===== src/include/i3c_settings.svh =====
// I3C target receive path settings: queue depths, CPU bus widths and register map
`ifndef I3C_SETTINGS_SVH
`define I3C_SETTINGS_SVH

// Queue depths in entries
`define I3C_RX_DATA_DEPTH 8
`define I3C_RX_DESC_DEPTH 4

// CPU register interface
`define I3C_CSR_AW 4
`define I3C_CSR_DW 32

// Register word offsets
`define I3C_REG_TARGET_ADDR 0
`define I3C_REG_STATUS 1
`define I3C_REG_RX_DESC 2
`define I3C_REG_RX_DATA 3

// Static address the target answers to out of reset
`define I3C_TARGET_ADDR_RST 7'h2A

`endif


===== src/hdl/i3c_pkg.sv =====
// I3C target shared types: CPU request/response, bus events and receive queue entries
`include "i3c_settings.svh"

package i3c_pkg;

  // One CPU access, req is a single-cycle strobe
  typedef struct packed {
    logic                   req;
    logic                   is_wr;
    logic [`I3C_CSR_AW-1:0] addr;
    logic [`I3C_CSR_DW-1:0] wr_data;
  } cpuif_req_t;

  // Answer to a CPU access, one cycle after req
  typedef struct packed {
    logic                   rd_ack;
    logic                   wr_ack;
    logic [`I3C_CSR_DW-1:0] rd_data;
  } cpuif_rsp_t;

  // Decoded bus activity for one clock cycle
  typedef struct packed {
    logic start;
    logic stop;
    logic scl_rise;
    logic scl_fall;
    logic sda;
  } bus_event_t;

  // One received data byte
  typedef logic [7:0] rx_data_t;

  // Summary of one completed write transfer
  typedef struct packed {
    logic [6:0] addr;
    logic       rnw;
    logic [7:0] byte_count;
  } rx_desc_t;

endpackage


===== src/hdl/bus_monitor.sv =====
// Bus monitor: classifies START, STOP and SCL edges from the synchronized bus lines
`timescale 1ns/1ps

module bus_monitor (
  input  logic                   clk_i,
  input  logic                   rst_n_i,
  input  logic                   scl_i,
  input  logic                   sda_i,
  output i3c_pkg::bus_event_t    event_o
);

  logic scl_q;
  logic sda_q;
  logic start_det;
  logic stop_det;

  // SDA may only move while SCL is high for START and STOP
  assign start_det = scl_q && scl_i && sda_q && !sda_i;
  assign stop_det  = scl_q && scl_i && !sda_q && sda_i;

  always_ff @(posedge clk_i) begin
    if (!rst_n_i) begin
      scl_q   <= 1'b1;
      sda_q   <= 1'b1;
      event_o <= '{start: 1'b0, stop: 1'b0, scl_rise: 1'b0, scl_fall: 1'b0, sda: 1'b1};
    end else begin
      scl_q            <= scl_i;
      sda_q            <= sda_i;
      event_o.start    <= start_det;
      event_o.stop     <= stop_det;
      event_o.scl_rise <= !scl_q && scl_i;
      event_o.scl_fall <= scl_q && !scl_i;
      // Level seen at the rising edge is the sampled bit
      event_o.sda      <= sda_i;
    end
  end

  // Both lines moving in one cycle cannot be classified
  one_line_change_a : assert property (
    @(posedge clk_i) disable iff (!rst_n_i)
    !((scl_q != scl_i) && (sda_q != sda_i))
  );

endmodule


===== src/hdl/csr_regs.sv =====
// CPU register block: target address, queue status and RX data/descriptor pop windows
`timescale 1ns/1ps
`include "i3c_settings.svh"

module csr_regs (
  input  logic                                      clk_i,
  input  logic                                      rst_n_i,
  input  i3c_pkg::cpuif_req_t                       req_i,
  input  i3c_pkg::rx_data_t                         data_head_i,
  input  i3c_pkg::rx_desc_t                         desc_head_i,
  input  logic                                      data_empty_i,
  input  logic                                      desc_empty_i,
  input  logic [$clog2(`I3C_RX_DATA_DEPTH+1)-1:0]   data_count_i,
  input  logic [$clog2(`I3C_RX_DESC_DEPTH+1)-1:0]   desc_count_i,
  output i3c_pkg::cpuif_rsp_t                       rsp_o,
  output logic [6:0]                                target_addr_o,
  output logic                                      data_pop_o,
  output logic                                      desc_pop_o
);

  localparam int unsigned AW = `I3C_CSR_AW;
  localparam int unsigned DW = `I3C_CSR_DW;

  localparam logic [AW-1:0] REG_TARGET_ADDR = `I3C_REG_TARGET_ADDR;
  localparam logic [AW-1:0] REG_STATUS      = `I3C_REG_STATUS;
  localparam logic [AW-1:0] REG_RX_DESC     = `I3C_REG_RX_DESC;
  localparam logic [AW-1:0] REG_RX_DATA     = `I3C_REG_RX_DATA;

  logic [6:0]    target_addr_q;
  logic          rd_ack_q;
  logic          wr_ack_q;
  logic [DW-1:0] rd_data_q;
  logic [DW-1:0] rd_mux;
  logic          rd_req;
  logic          wr_req;

  assign rd_req = req_i.req && !req_i.is_wr;
  assign wr_req = req_i.req && req_i.is_wr;

  // Queue reads pop in the request cycle, head is captured alongside
  assign data_pop_o = rd_req && (req_i.addr == REG_RX_DATA) && !data_empty_i;
  assign desc_pop_o = rd_req && (req_i.addr == REG_RX_DESC) && !desc_empty_i;

  always_comb begin
    rd_mux = '0;
    case (req_i.addr)
      REG_TARGET_ADDR: rd_mux[6:0] = target_addr_q;
      REG_STATUS: begin
        rd_mux[3:0]  = 4'(data_count_i);
        rd_mux[11:8] = 4'(desc_count_i);
      end
      REG_RX_DESC: begin
        if (!desc_empty_i) begin
          rd_mux[DW-1] = 1'b1;
          rd_mux[15:0] = desc_head_i;
        end
      end
      REG_RX_DATA: begin
        if (!data_empty_i) begin
          rd_mux[DW-1] = 1'b1;
          rd_mux[7:0]  = data_head_i;
        end
      end
      default: rd_mux = '0;
    endcase
  end

  // Only the address register is writable, other offsets just ack
  always_ff @(posedge clk_i) begin
    if (!rst_n_i) begin
      target_addr_q <= `I3C_TARGET_ADDR_RST;
      rd_ack_q      <= 1'b0;
      wr_ack_q      <= 1'b0;
    end else begin
      rd_ack_q <= rd_req;
      wr_ack_q <= wr_req;
      if (wr_req && req_i.addr == REG_TARGET_ADDR) begin
        target_addr_q <= req_i.wr_data[6:0];
      end
    end
  end

  always_ff @(posedge clk_i) begin
    if (rd_req) begin
      rd_data_q <= rd_mux;
    end
  end

  assign rsp_o         = '{rd_ack: rd_ack_q, wr_ack: wr_ack_q, rd_data: rd_data_q};
  assign target_addr_o = target_addr_q;

endmodule


===== src/hdl/i3c_phy.sv =====
// I3C PHY: synchronizes SCL/SDA from the bus and registers the open-drain SDA output
`timescale 1ns/1ps

module i3c_phy (
  input  logic clk_i,
  input  logic rst_n_i,
  input  logic scl_i,
  input  logic sda_i,
  input  logic sda_drive_i,
  output logic scl_sync_o,
  output logic sda_sync_o,
  output logic scl_o,
  output logic sda_o
);

  logic [1:0] scl_sync_q;
  logic [1:0] sda_sync_q;
  logic       sda_out_q;

  // Idle bus is high, so both stages come out of reset released
  always_ff @(posedge clk_i) begin
    if (!rst_n_i) begin
      scl_sync_q <= 2'b11;
      sda_sync_q <= 2'b11;
      sda_out_q  <= 1'b1;
    end else begin
      scl_sync_q <= {scl_sync_q[0], scl_i};
      sda_sync_q <= {sda_sync_q[0], sda_i};
      sda_out_q  <= sda_drive_i;
    end
  end

  assign scl_sync_o = scl_sync_q[1];
  assign sda_sync_o = sda_sync_q[1];
  assign sda_o      = sda_out_q;

  // Target never stretches the clock
  assign scl_o = 1'b1;

endmodule


===== src/hdl/i3c_target.sv =====
// I3C target receive path top: PHY, bus monitor, receive FSM, RX queues and CPU registers
`timescale 1ns/1ps
`include "i3c_settings.svh"

module i3c_target (
  input  logic                clk_i,
  input  logic                rst_n_i,
  input  logic                i3c_scl_i,
  input  logic                i3c_sda_i,
  output logic                i3c_scl_o,
  output logic                i3c_sda_o,
  input  i3c_pkg::cpuif_req_t cpu_req_i,
  output i3c_pkg::cpuif_rsp_t cpu_rsp_o
);

  import i3c_pkg::*;

  localparam int unsigned DATA_CNT_W = $clog2(`I3C_RX_DATA_DEPTH + 1);
  localparam int unsigned DESC_CNT_W = $clog2(`I3C_RX_DESC_DEPTH + 1);

  logic                  scl_sync;
  logic                  sda_sync;
  logic                  sda_drive;
  bus_event_t            bus_event;
  logic [6:0]            target_addr;

  // RX data queue
  logic                  data_push;
  rx_data_t              data_wr;
  logic                  data_pop;
  rx_data_t              data_head;
  logic                  data_empty;
  logic                  data_full;
  logic [DATA_CNT_W-1:0] data_count;

  // RX descriptor queue
  logic                  desc_push;
  rx_desc_t              desc_wr;
  logic                  desc_pop;
  rx_desc_t              desc_head;
  logic                  desc_empty;
  logic                  desc_full;
  logic [DESC_CNT_W-1:0] desc_count;

  i3c_phy u_phy (
    .clk_i       (clk_i),
    .rst_n_i     (rst_n_i),
    .scl_i       (i3c_scl_i),
    .sda_i       (i3c_sda_i),
    .sda_drive_i (sda_drive),
    .scl_sync_o  (scl_sync),
    .sda_sync_o  (sda_sync),
    .scl_o       (i3c_scl_o),
    .sda_o       (i3c_sda_o)
  );

  bus_monitor u_bus_monitor (
    .clk_i   (clk_i),
    .rst_n_i (rst_n_i),
    .scl_i   (scl_sync),
    .sda_i   (sda_sync),
    .event_o (bus_event)
  );

  target_rx_fsm u_rx_fsm (
    .clk_i         (clk_i),
    .rst_n_i       (rst_n_i),
    .event_i       (bus_event),
    .target_addr_i (target_addr),
    .data_full_i   (data_full),
    .desc_full_i   (desc_full),
    .sda_drive_o   (sda_drive),
    .data_push_o   (data_push),
    .data_o        (data_wr),
    .desc_push_o   (desc_push),
    .desc_o        (desc_wr)
  );

  sync_fifo #(
    .payload_t (rx_data_t),
    .DEPTH     (`I3C_RX_DATA_DEPTH)
  ) u_rx_data_q (
    .clk_i   (clk_i),
    .rst_n_i (rst_n_i),
    .push_i  (data_push),
    .data_i  (data_wr),
    .pop_i   (data_pop),
    .head_o  (data_head),
    .empty_o (data_empty),
    .full_o  (data_full),
    .count_o (data_count)
  );

  sync_fifo #(
    .payload_t (rx_desc_t),
    .DEPTH     (`I3C_RX_DESC_DEPTH)
  ) u_rx_desc_q (
    .clk_i   (clk_i),
    .rst_n_i (rst_n_i),
    .push_i  (desc_push),
    .data_i  (desc_wr),
    .pop_i   (desc_pop),
    .head_o  (desc_head),
    .empty_o (desc_empty),
    .full_o  (desc_full),
    .count_o (desc_count)
  );

  csr_regs u_csr_regs (
    .clk_i         (clk_i),
    .rst_n_i       (rst_n_i),
    .req_i         (cpu_req_i),
    .data_head_i   (data_head),
    .desc_head_i   (desc_head),
    .data_empty_i  (data_empty),
    .desc_empty_i  (desc_empty),
    .data_count_i  (data_count),
    .desc_count_i  (desc_count),
    .rsp_o         (cpu_rsp_o),
    .target_addr_o (target_addr),
    .data_pop_o    (data_pop),
    .desc_pop_o    (desc_pop)
  );

endmodule


===== src/hdl/sync_fifo.sv =====
// Synchronous FIFO: circular buffer with read/write pointers and an occupancy counter
`timescale 1ns/1ps

module sync_fifo #(
  parameter type         payload_t = logic [7:0],
  parameter int unsigned DEPTH     = 4,
  parameter int unsigned PTR_W     = (DEPTH > 1) ? $clog2(DEPTH) : 1,
  parameter int unsigned CNT_W     = $clog2(DEPTH + 1)
) (
  input  logic             clk_i,
  input  logic             rst_n_i,
  input  logic             push_i,
  input  payload_t         data_i,
  input  logic             pop_i,
  output payload_t         head_o,
  output logic             empty_o,
  output logic             full_o,
  output logic [CNT_W-1:0] count_o
);

  payload_t         mem_q [DEPTH];
  logic [PTR_W-1:0] wr_ptr_q;
  logic [PTR_W-1:0] rd_ptr_q;
  logic [CNT_W-1:0] count_q;
  logic             do_push;
  logic             do_pop;

  assign do_push = push_i && !full_o;
  assign do_pop  = pop_i && !empty_o;

  assign empty_o = (count_q == '0);
  assign full_o  = (count_q == CNT_W'(DEPTH));
  assign count_o = count_q;
  assign head_o  = mem_q[rd_ptr_q];

  // Pointers wrap at DEPTH, which need not be a power of two
  always_ff @(posedge clk_i) begin
    if (!rst_n_i) begin
      wr_ptr_q <= '0;
      rd_ptr_q <= '0;
      count_q  <= '0;
    end else begin
      if (do_push) begin
        wr_ptr_q <= (wr_ptr_q == PTR_W'(DEPTH - 1)) ? '0 : wr_ptr_q + 1'b1;
      end
      if (do_pop) begin
        rd_ptr_q <= (rd_ptr_q == PTR_W'(DEPTH - 1)) ? '0 : rd_ptr_q + 1'b1;
      end
      if (do_push && !do_pop) begin
        count_q <= count_q + 1'b1;
      end else if (do_pop && !do_push) begin
        count_q <= count_q - 1'b1;
      end
    end
  end

  always_ff @(posedge clk_i) begin
    if (do_push) begin
      mem_q[wr_ptr_q] <= data_i;
    end
  end

  no_push_when_full_a : assert property (
    @(posedge clk_i) disable iff (!rst_n_i)
    push_i |-> !full_o
  );

  no_pop_when_empty_a : assert property (
    @(posedge clk_i) disable iff (!rst_n_i)
    pop_i |-> !empty_o
  );

endmodule


===== src/hdl/target_rx_fsm.sv =====
// Target receive FSM: shifts in address and data bytes, drives ACK and feeds the RX queues
`timescale 1ns/1ps

module target_rx_fsm (
  input  logic                clk_i,
  input  logic                rst_n_i,
  input  i3c_pkg::bus_event_t event_i,
  input  logic [6:0]          target_addr_i,
  input  logic                data_full_i,
  input  logic                desc_full_i,
  output logic                sda_drive_o,
  output logic                data_push_o,
  output i3c_pkg::rx_data_t   data_o,
  output logic                desc_push_o,
  output i3c_pkg::rx_desc_t   desc_o
);

  import i3c_pkg::*;

  typedef enum logic [2:0] {
    IDLE, ADDR, ADDR_ACK, DATA, DATA_ACK, IGNORE
  } state_e;

  state_e     state_q;
  logic [3:0] bit_cnt_q;
  logic [7:0] shift_q;
  logic [6:0] addr_q;
  logic       rnw_q;
  logic [7:0] byte_cnt_q;
  logic       xfer_q;
  logic       byte_done;
  logic       addr_ack;
  logic       bus_edge;

  // Eighth bit has been sampled and SCL just went low
  assign byte_done = event_i.scl_fall && (bit_cnt_q == 4'd8);
  assign bus_edge  = event_i.start || event_i.stop;

  // Only writes to our own address, and only while a descriptor slot is free
  assign addr_ack = (shift_q[7:1] == target_addr_i) && !shift_q[0] && !desc_full_i;

  assign data_push_o = (state_q == DATA) && byte_done && !data_full_i;
  assign data_o      = shift_q;

  always_ff @(posedge clk_i) begin
    if (!rst_n_i) begin
      state_q     <= IDLE;
      bit_cnt_q   <= '0;
      byte_cnt_q  <= '0;
      xfer_q      <= 1'b0;
      sda_drive_o <= 1'b1;
      desc_push_o <= 1'b0;
    end else if (bus_edge) begin
      // STOP or repeated START closes any open transfer
      state_q     <= event_i.start ? ADDR : IDLE;
      bit_cnt_q   <= '0;
      byte_cnt_q  <= '0;
      xfer_q      <= 1'b0;
      sda_drive_o <= 1'b1;
      desc_push_o <= xfer_q;
    end else begin
      desc_push_o <= 1'b0;
      if (event_i.scl_rise && (state_q == ADDR || state_q == DATA)) begin
        bit_cnt_q <= bit_cnt_q + 4'd1;
      end
      case (state_q)
        ADDR: begin
          if (byte_done) begin
            state_q     <= ADDR_ACK;
            sda_drive_o <= !addr_ack;
            xfer_q      <= addr_ack;
          end
        end
        ADDR_ACK: begin
          if (event_i.scl_fall) begin
            state_q     <= xfer_q ? DATA : IGNORE;
            bit_cnt_q   <= '0;
            sda_drive_o <= 1'b1;
          end
        end
        DATA: begin
          if (byte_done) begin
            state_q     <= DATA_ACK;
            // Full queue pushes back by NACKing the byte
            sda_drive_o <= data_full_i;
            if (!data_full_i) begin
              byte_cnt_q <= byte_cnt_q + 8'd1;
            end
          end
        end
        DATA_ACK: begin
          if (event_i.scl_fall) begin
            state_q     <= DATA;
            bit_cnt_q   <= '0;
            sda_drive_o <= 1'b1;
          end
        end
        default: ;
      endcase
    end
  end

  always_ff @(posedge clk_i) begin
    if (event_i.scl_rise) begin
      shift_q <= {shift_q[6:0], event_i.sda};
    end
    if (state_q == ADDR && byte_done) begin
      addr_q <= shift_q[7:1];
      rnw_q  <= shift_q[0];
    end
    if (bus_edge) begin
      desc_o <= '{addr: addr_q, rnw: rnw_q, byte_count: byte_cnt_q};
    end
  end

  sda_low_only_in_ack_a : assert property (
    @(posedge clk_i) disable iff (!rst_n_i)
    !sda_drive_o |-> (state_q == ADDR_ACK || state_q == DATA_ACK)
  );

endmodule


===== config.mk =====
export PLATFORM = sky130hd
export DESIGN_NAME = i3c_target
export DESIGN_NICKNAME = d
export VERILOG_FILES = /design/src/hdl/i3c_pkg.sv /design/src/hdl/bus_monitor.sv /design/src/hdl/csr_regs.sv /design/src/hdl/i3c_phy.sv /design/src/hdl/i3c_target.sv /design/src/hdl/sync_fifo.sv /design/src/hdl/target_rx_fsm.sv
export VERILOG_INCLUDE_DIRS = /design/src /design/src/include
export SDC_FILE = /design/constraint.sdc
export NUM_CORES = 1
export LEC_CHECK = 0
export BUFFER_PORTS_ARGS = -buffer_cell sky130_fd_sc_hd__buf_2
export CORE_UTILIZATION = 55
export CTS_CLUSTER_DIAMETER = 100
export CTS_CLUSTER_SIZE = 10
export DETAILED_ROUTE_END_ITERATION = 7
export PLACE_DENSITY = 0.72
export SYNTH_ARGS = -nofsm -noshare
export SYNTH_HDL_FRONTEND = slang
export SYNTH_SLANG_ARGS = --single-unit

===== constraint.sdc =====
create_clock -name clk_i -period 9.81 [get_ports clk_i]
set_input_delay 2.4525 -clock clk_i [delete_from_list [all_inputs] [get_ports clk_i]]
set_output_delay 2.4525 -clock clk_i [all_outputs]
set_load 0.01 [all_outputs]

==> run metrics <==
Area growth syn-to-layout=11.4%; status=finished, final reports clean; WHS=406 ps; clk slew on worst S/H paths=60 ps; top cell type's share of synthesized area=56.7%; sequential share of power=54.7%; Critical Path AT=5140 ps; Skew-Pair Late Insertion Delay=510 ps; Data required, critical path=10,240 ps; fillers=1,171; Clock Tree Buf Depth=3; CP Capture Type=flop; min cycle time layout=4710 ps; fmax=0.213 GHz; final setup fails=0; Total GRT Usage=19.5%; Core ar.=16,600 um2; Final period util=48.0%; # Post-CTS Setup Buffers=0; post-cts resize count=0; Port-buffer cells=36; Die X=133 um; Clk pwr share=44.0%; Hold Buf Count CTS=0; grt ovf=0; clock skew=10.7 ps; antenna violations before repair=0; pin count of the biggest net entering global routing=41; TNS Setup=0 ps; Vias=4,911; area of the multi-input gates=2610 um2; Diodes inserted=0; EDFF count, synth=177; detailed-route vias per instance=5.63; RD Place Congestion=0.884; synth top area cells=edfxtp_1, dfxtp_1, mux4_2; FF+latch area=6520 um2; Yosys top cell by area=edfxtp_1; placed cell area=9690 um2; routed length per instance=19.1 um; max_cap viols=0; number of global-route vias before repair=4,935; Post-Route WL=16,700 um; Initial DRT Pass Iterations=4; IR drop worst, VDD=0.000125 V; critical-path maximum fanout=4; # IOs=78; share of layout cells above drive strength 1=17.0%; chip height=133 um; detailed router's first-iteration violation count=336; Hold Violations, Final=0; Rows=47; post-DP HPWL=11,000 um; first-pass GRT wire length=26,000 um; register area share after synthesis=69.5%; mean post-synth cell area=15.9 um2; initial core utilization=56.4%; synthesis warning total=0; Psw=372 uW; RSZ-0062 raised after global routing=false; nets@finish=692; most frequent cells in the layout=edfxtp_1, dfxtp_1, buf_2; Cell variety after synth=50; prevailing post-synth register cell=edfxtp_1; drt drc=0; die area=17,600 um2; #FFs+latches synth=237; Slew headroom=22.6%; leakage=3.54 nW; hold crit path type=reg2reg; clk root buf=clkbuf_16; # clock sinks=237; antenna viol nets, final=0; CTS Buf Count=27; synthesized cell area=9380 um2; ys async rst share=0%; CTS tree=done; commonest non-fill, non-tap cell in the layout=edfxtp_1; Net Sw Frac=18.9%; PD cells=188 nW/um2; Max H-tree Level=1; final max-slew violation count=0; combinational share of power=1.3%; worst slew pin tran=1150 ps; Syn Inst Count=589; critical path type=in2reg; CP startpoint kind=input port; Internal=1.59 mW; Layout Cell Area excl Fill=10,500 um2
power by group through the flow:
stage,combinational (mW),clock (mW),sequential (mW)
6_report,0.0260,0.865,1.07
5_1_grt,0.0281,0.917,1.07
4_1_cts,0.0261,0.879,1.07
3_5_place_dp,0.0258,0,1.09
3_3_place_gp,0.0252,0,1.09
2_1_floorplan,0.0199,0,1.10
path summary, 6_finish.rpt:
path | startpoint | end | slack, ps | cells after the start
max | cpu_req_i[35] | u_rx_data_q.count_o[3] | 5100 | 10
min | u_phy.scl_sync_q[0] | u_phy.scl_sync_q[1] | 410 | 1
max reg2reg | u_rx_fsm.bit_cnt_q[0] | u_rx_data_q.count_o[3] | 6650 | 12
min reg2reg | u_phy.scl_sync_q[0] | u_phy.scl_sync_q[1] | 410 | 1
cells by family after synthesis:
logic type | Yosys count | synth area share (%)
other | 2 | 0.0801
adder cells (fa/ha/maj) | 18 | 2.56
AND/OR/NAND/NOR | 141 | 8.68
multiplexers | 60 | 10.7
buffers and inverters | 60 | 3.31
XOR/XNOR | 15 | 1.40
AO/OA/AOI/OAI | 56 | 3.83
flip-flops | 237 | 69.5
worst max-delay path, stage by stage:
cell     delay (ps)
buf_2           120
or3b_4          410
or4b_1          680
ha_1            280
inv_1           140
ha_1            250
a21o_1          170
a21oi_1         170
mux2i_1         240
mux2i_1         210
state kept, by name (all words and copies together), names as in the netlist, 2 cells and up, named ones only:
signal	flops
u_phy.sda_sync_q	2
u_rx_data_q.rd_ptr_q	3
u_rx_desc_q.count_o	3
u_rx_fsm.bit_cnt_q	4
u_rx_fsm.addr_q	7
u_phy.scl_sync_q	2
u_rx_desc_q.mem_q	64
u_rx_desc_q.rd_ptr_q	2
u_csr_regs.target_addr_o	7
u_rx_desc_q.wr_ptr_q	2
u_rx_data_q.wr_ptr_q	3
u_rx_fsm.byte_cnt_q	8
u_bus_monitor.event_o	5
u_csr_regs.rd_data_q	17
u_rx_fsm.data_o	8
u_rx_data_q.count_o	4
u_rx_fsm.desc_o	16
u_rx_data_q.mem_q	64
u_rx_fsm.state_q	3
stage by stage:
step / utilization, % / worst slack [ps] / cells / power, mW
floorplan: - / 4970 / 603 / 1.11
global placement: 58.3 / 4680 / 823 / 1.12
detailed placement: 58.3 / 4590 / 823 / 1.12
CTS: 62.8 / 5110 / 872 / 1.98
global route: 62.8 / 5010 / 872 / 2.02
finish: 62.8 / 5100 / 872 / 1.96
layer usage:
metal / track usage, % / wire (um) / part of all wire [%]
met1: 26.3 / 7250 / 43
met2: 33.4 / 8380 / 50
met3: 2.95 / 900 / 5.4
met4: 4.79 / 148 / 0.89
met5: 0 / 0 / 0
synth_stat cells (3+ instances only):
library cell,number
o21ai_0,18
nor3_1,8
a32o_1,3
buf_2,8
nand4_1,3
nor2_1,16
nor4_1,3
buf_4,20
edfxtp_1,177
inv_1,17
ha_1,16
nand3_1,7
a21boi_0,6
or3_1,7
xnor2_1,8
or4_1,3
o221ai_1,4
xor2_1,7
nor3b_1,3
nor2b_1,14
mux4_2,32
dfxtp_1,60
nand2_1,29
a21oi_1,12
clkbuf_1,14
and3_1,9
nand2b_1,15
and2_1,11
a22oi_1,3
mux2i_1,28
cell type report:
cell class | instances | share of cell area [%]
inverter | 17 | 0.610
tap | 220 | 2.63
clock inverter | 1 | 0.0479
sequential | 237 | 62.3
timing repair buffer | 43 | 2.23
multi-input combinational | 306 | 24.9
clock buffer | 48 | 7.22
(Power assumes the default switching activity.)
